[src/hw/icache_pkg.sv]
package icache_pkg;

    // Fetch redirect source from execute
    // Anything other than SEQ means the fetched instruction is discarded
    typedef enum logic [1:0] {
        PC_SRC_SEQ    = 2'b00,
        PC_SRC_BRANCH = 2'b01,
        PC_SRC_JAL    = 2'b10,
        PC_SRC_JALR   = 2'b11
    } pc_src_t;

    // Block read request toward external memory
    typedef struct packed {
        logic        req;
        // Block aligned byte address
        logic [31:0] addr;
    } mem_req_t;

    // One 64-bit beat back from memory
    typedef struct packed {
        logic        valid;
        logic [63:0] data;
        // Marks final beat of the block
        logic        last;
    } mem_rsp_t;

    // Replacement beat handed to the cache array
    typedef struct packed {
        logic        ready;
        logic [63:0] word;
    } rep_beat_t;

    // Fetch side status
    typedef struct packed {
        logic instr_miss;
        logic rep_active;
    } fetch_status_t;

endpackage
[src/hw/icache_refill.sv]
`timescale 1ns/1ns

module icache_refill #(
    parameter int B = 64
) (
    input  logic                  clk_i,
    input  logic                  reset_i,

    // Replacement in progress, from the cache controller
    input  logic                  rep_active_i,
    // Stalled fetch address of the missing line
    input  logic [31:0]           pc_f_i,

    input  icache_pkg::mem_rsp_t  mem_rsp_i,
    output icache_pkg::mem_req_t  mem_req_o,
    output icache_pkg::rep_beat_t rep_beat_o
);

    localparam int OffW = $clog2(B);

    typedef enum logic [1:0] {
        RF_IDLE,
        RF_REQ,
        RF_DONE
    } refill_state_t;

    refill_state_t state_q;
    logic [31:0]   addr_q;

    // Request FSM
    // DONE holds until rep_active drops so each miss gives one block read
    always_ff @(posedge clk_i) begin
        if (reset_i) begin
            state_q <= RF_IDLE;
        end else begin
            case (state_q)
                RF_IDLE: begin
                    if (rep_active_i) begin
                        state_q <= RF_REQ;
                    end
                end
                RF_REQ: begin
                    if (mem_rsp_i.valid && mem_rsp_i.last) begin
                        state_q <= RF_DONE;
                    end
                end
                RF_DONE: begin
                    if (!rep_active_i) begin
                        state_q <= RF_IDLE;
                    end
                end
                default: begin
                    state_q <= RF_IDLE;
                end
            endcase
        end
    end

    // Block aligned address captured as the request starts
    always_ff @(posedge clk_i) begin
        if ((state_q == RF_IDLE) && rep_active_i) begin
            addr_q <= {pc_f_i[31:OffW], {OffW{1'b0}}};
        end
    end

    assign mem_req_o.req  = (state_q == RF_REQ);
    assign mem_req_o.addr = addr_q;

    // Beats go straight through, same cycle
    assign rep_beat_o.ready = (state_q == RF_REQ) & mem_rsp_i.valid;
    assign rep_beat_o.word  = mem_rsp_i.data;

endmodule

[config.mk]
export PLATFORM = sky130hd
export DESIGN_NAME = icache_refill
export DESIGN_NICKNAME = d
export VERILOG_FILES = /design/src/hw/icache_pkg.sv /design/src/hw/icache_refill.sv
export SDC_FILE = /design/constraint.sdc
export NUM_CORES = 1
export LEC_CHECK = 0
export ABC_AREA = 1
export BUFFER_PORTS_ARGS = -buffer_cell sky130_fd_sc_hd__buf_2
export CAP_MARGIN = 20
export CORE_AREA = 2 2 77 79
export CTS_CLUSTER_SIZE = 25
export DETAILED_ROUTE_END_ITERATION = 8
export DIE_AREA = 0 0 79 81
export PLACE_DENSITY = 0.69
export SYNTH_ARGS = -nofsm -noshare
export SYNTH_HDL_FRONTEND = slang
export SYNTH_SLANG_ARGS = --single-unit
[constraint.sdc]
create_clock -name clk_i -period 4 [get_ports clk_i]
set_input_delay 0.6 -clock clk_i [delete_from_list [all_inputs] [get_ports clk_i]]
set_output_delay 0.6 -clock clk_i [all_outputs]
set_load 0.02 [all_outputs]
==> impl_results.md <==
- Share of layout cells above drive strength 1: between 50% and 60%
- Number of pins exceeding their max-slew limit in the final report: 0
- Share of synthesized area occupied by flip-flops and latches: 58.3%
- Power spent charging and discharging nets: 124 uW
- Count of antenna-violating nets left after detailed routing: 0
- Aggregate negative setup slack: 0 ns
- Slowest CP cell: sky130_fd_sc_hd__buf_2
- Drt wl/cell: 14.2 um
- WHS: 0.506 ns
- PwrDens: 421 nW/um^2
- Seq. cell area: slightly above 800 um^2
- Portion of total power attributed to the clock network: 24.5%
- Power share of the sequential group: 62.2%
- CTS H-Tree Depth: 1
- Worst-case register-to-register setup slack: 2.47 ns
- Dominant cells by area after synthesis: sky130_fd_sc_hd__edfxtp_1, sky130_fd_sc_hd__buf_4, sky130_fd_sc_hd__dfxtp_1
- Pre-Repair DR Iteration Count: 4
- Clock period minus final worst setup slack: 1.63 ns
- Largest net degree at the start of global routing: 27
- CTS-repair resized insts: 0
- Final-report hold violation count: 0
- Port bufs: between 50 and 60
- Congestion Overflow GR: 0
- Count of cells along the worst hold path: 2
- Chip width: approximately 79 um
- Detail-routed via count per cell: 3.59
- Area of the die: 6400 um^2
- Static Leak: roughly 0.00057 uW
- Initial antenna violation count: 0
- Internal power of the cells: approximately 430 uW
- Combinational cell fraction of total power: 13.3%
- Cell repeated most along the worst path: sky130_fd_sc_hd__buf_2
- Setup Skew: 0.00210 ns
- Number of distinct standard cells referenced by the synthesized netlist: 12
- Standard-cell row count: 28
- Library cell used as clock root buffer: sky130_fd_sc_hd__clkbuf_8
- Top achievable clock speed: 0.613 GHz
- Area of the placeable core: 5680 um^2
- Routability cong.: between 0.6 and 0.7
- Mean cell area of the mapped netlist: 12.6 um^2
- Maximum number of buffers from clock root to sink: 2
- Worst path cell trace: buf_2 -> nor3b_1 -> buf_2
- Clock net sink count: 28
- Highest ir drop seen on vdd: 0.147 mV
- Worst min path class: input port to flip-flop
- Type of destination of the critical path: output port
- Post-layout worst setup margin: 2.37 ns
- Worst r2r dst: addr_q[24]
- Worst path arrival time: ~1.0 ns
- Placed inst area: between 1000 and 1500 um^2
- Number of standard cells after synthesis: 112
- Setup violation total in the final timing report: 0
- Cell taking the most area after synthesis: sky130_fd_sc_hd__edfxtp_1
- Required arrival time at the worst endpoint: about 3.4 ns
- Relative slew slack: roughly two fifths
- DRC violation total after the first TritonRoute iteration: 15
- # Max-Cap Violations: 0
- Starting utilization of the core area: 24.8%
- CTS Hold Bufs: 0
- Number of nets in the finished design: 211
- Cts bufs inserted: 3
- Vias in the first global route: 557
- Yosys Warn Count: 0
- Hold path startpoint: reset_i
- Slew of the pin with the lowest slew margin: approximately 0.9 ns
- Via total after detailed routing: 657
- Mapped Area: 1410 um^2
- IO Count: 199
- Cell class contributing the biggest share of worst-path delay: buffers and inverters
- Fill cell total of the finished layout: 608
- Number of buffers and inverters on the critical path: 2
- Register bit total from synthesis: 28
- Clock tree from TritonCTS: yes
- CP startpoint kind: input port
- GRT Resource Usage Total: under 10%
- Part of the cycle the worst path needs: 40.8%
- Critical path type: input port to output port
- Number of antenna cells inserted: 0
- Die height: 81 um
- Synth top area share: 55.4%
- Remaining DRCs: 0
- Post-Place Setup Slack: approximately 2.2 ns
- Global-route wire length before repair: 3130 um
- Buffers inserted during post-CTS setup optimization: 0
- Reg2Reg Launch Point: state_q[1]
- Switching fraction of total power: 22.2%
- Clock latency reported for the late side of the worst-skew pair: 0.26 ns
- Finished layout cell area: around 1300 um^2
- Capture endpoint of the worst hold path: state_q[1]
- Clock-pin slew reported for the worst setup and hold paths after clock tree synthesis: about 0.080 ns
- Maximum cell stage delay along the critical path: 0.19 ns
- Total length of routed wires: 2590 um
- Multi-input gate area: 70.1 um^2
- Total power draw: 559 uW
- Unrepaired setup endpoints after global routing: false
- Area Overhead vs Synth: -5.77%
- Worst-case reg-to-reg path depth: 3
- Run status: complete, no violations
- CP Depth: 3
- Highest fanout seen on the critical path: 2
==> synth_stat cells <==
cell type / n
sky130_fd_sc_hd__dfxtp_1: 2
sky130_fd_sc_hd__conb_1: 1
sky130_fd_sc_hd__nand2_1: 4
sky130_fd_sc_hd__nor3b_1: 1
sky130_fd_sc_hd__a21oi_1: 2
sky130_fd_sc_hd__inv_2: 1
sky130_fd_sc_hd__edfxtp_1: 26
sky130_fd_sc_hd__inv_1: 2
sky130_fd_sc_hd__buf_4: 70
sky130_fd_sc_hd__nand3_1: 1
sky130_fd_sc_hd__nor2_1: 1
sky130_fd_sc_hd__nor2_2: 1
==> sequential cells by signal, summed over array words and instances, names as in the netlist <==
signal and cells:
addr_q 26, state_q 2
==> cell type report <==
| cell class | count | share of cell area (%) |
|---|---|---|
| Inverter | 3 | 0.848 |
| Tap cell | 75 | 7.07 |
| Sequential cell | 28 | 61.8 |
| Multi-Input combinational cell | 16 | 5.28 |
| Timing Repair Buffer | 58 | 21.9 |
| Clock buffer | 3 | 3.11 |
==> worst max-delay path by stage <==
stage                  start              to  slack [ns]
3_3_place_gp    rep_active_i      addr_q[11]        2.20
5_1_grt        mem_rsp_i[65]  rep_beat_o[64]        2.34
6_report       mem_rsp_i[65]  rep_beat_o[64]        2.37
2_1_floorplan  mem_rsp_i[65]  rep_beat_o[64]        2.28
3_5_place_dp    rep_active_i      addr_q[20]        2.20
4_1_cts        mem_rsp_i[65]  rep_beat_o[64]        2.36
==> per-stage QoR <==
| stage | utilization, % | cells |
|---|---|---|
| after floorplan | - | 117 |
| after global placement | 22.7 | 180 |
| after detailed placement | 22.7 | 180 |
| after CTS | 23.4 | 183 |
| after global routing | 23.4 | 183 |
| final | 23.4 | 183 |
==> placed cells by master (no fill, tap or decap) <==
| cell | n |
|---|---|
| sky130_fd_sc_hd__inv_2 | 1 |
| sky130_fd_sc_hd__conb_1 | 6 |
| sky130_fd_sc_hd__buf_2 | 58 |
| sky130_fd_sc_hd__nand2_1 | 4 |
| sky130_fd_sc_hd__nor2_1 | 1 |
| sky130_fd_sc_hd__clkbuf_8 | 3 |
| sky130_fd_sc_hd__dfxtp_1 | 2 |
| sky130_fd_sc_hd__nor3b_1 | 1 |
| sky130_fd_sc_hd__inv_1 | 2 |
| sky130_fd_sc_hd__a21oi_1 | 2 |
| sky130_fd_sc_hd__nand3_1 | 1 |
| sky130_fd_sc_hd__nor2_2 | 1 |
| sky130_fd_sc_hd__edfxtp_1 | 26 |
==> logic make-up (layout without fill, tap and decap cells) <==
family          after synthesis  after routing  synth area share, %
compound gates                2              2                0.711
buf+inv                      73             64                 38.1
other cells                   1              6                0.266
flops                        28             28                 58.3
simple gates                  8              8                 2.66
==> layer usage <==
| metal | up-vias | share of wire [%] | GRT usage, % |
|---|---|---|---|
| met1 | 250 | 26 | 4.02 |
| met3 | 26 | 24 | 5.22 |
| met2 | 103 | 41 | 11.2 |
| met4 | 0 | 8.6 | 9.66 |
| li1 | 278 | - | - |
| met5 | - | 0 | 0 |
==> power by group through the flow <==
stage          clock, uW  sequential (uW)  combinational, uW
2_1_floorplan          0              378                116
3_3_place_gp           0              354               74.8
3_5_place_dp           0              355               75.4
4_1_cts              143              348               75.5
5_1_grt              154              349               80.4
6_report             137              348               74.5
Note: power is estimated with default switching activity, not from simulation.
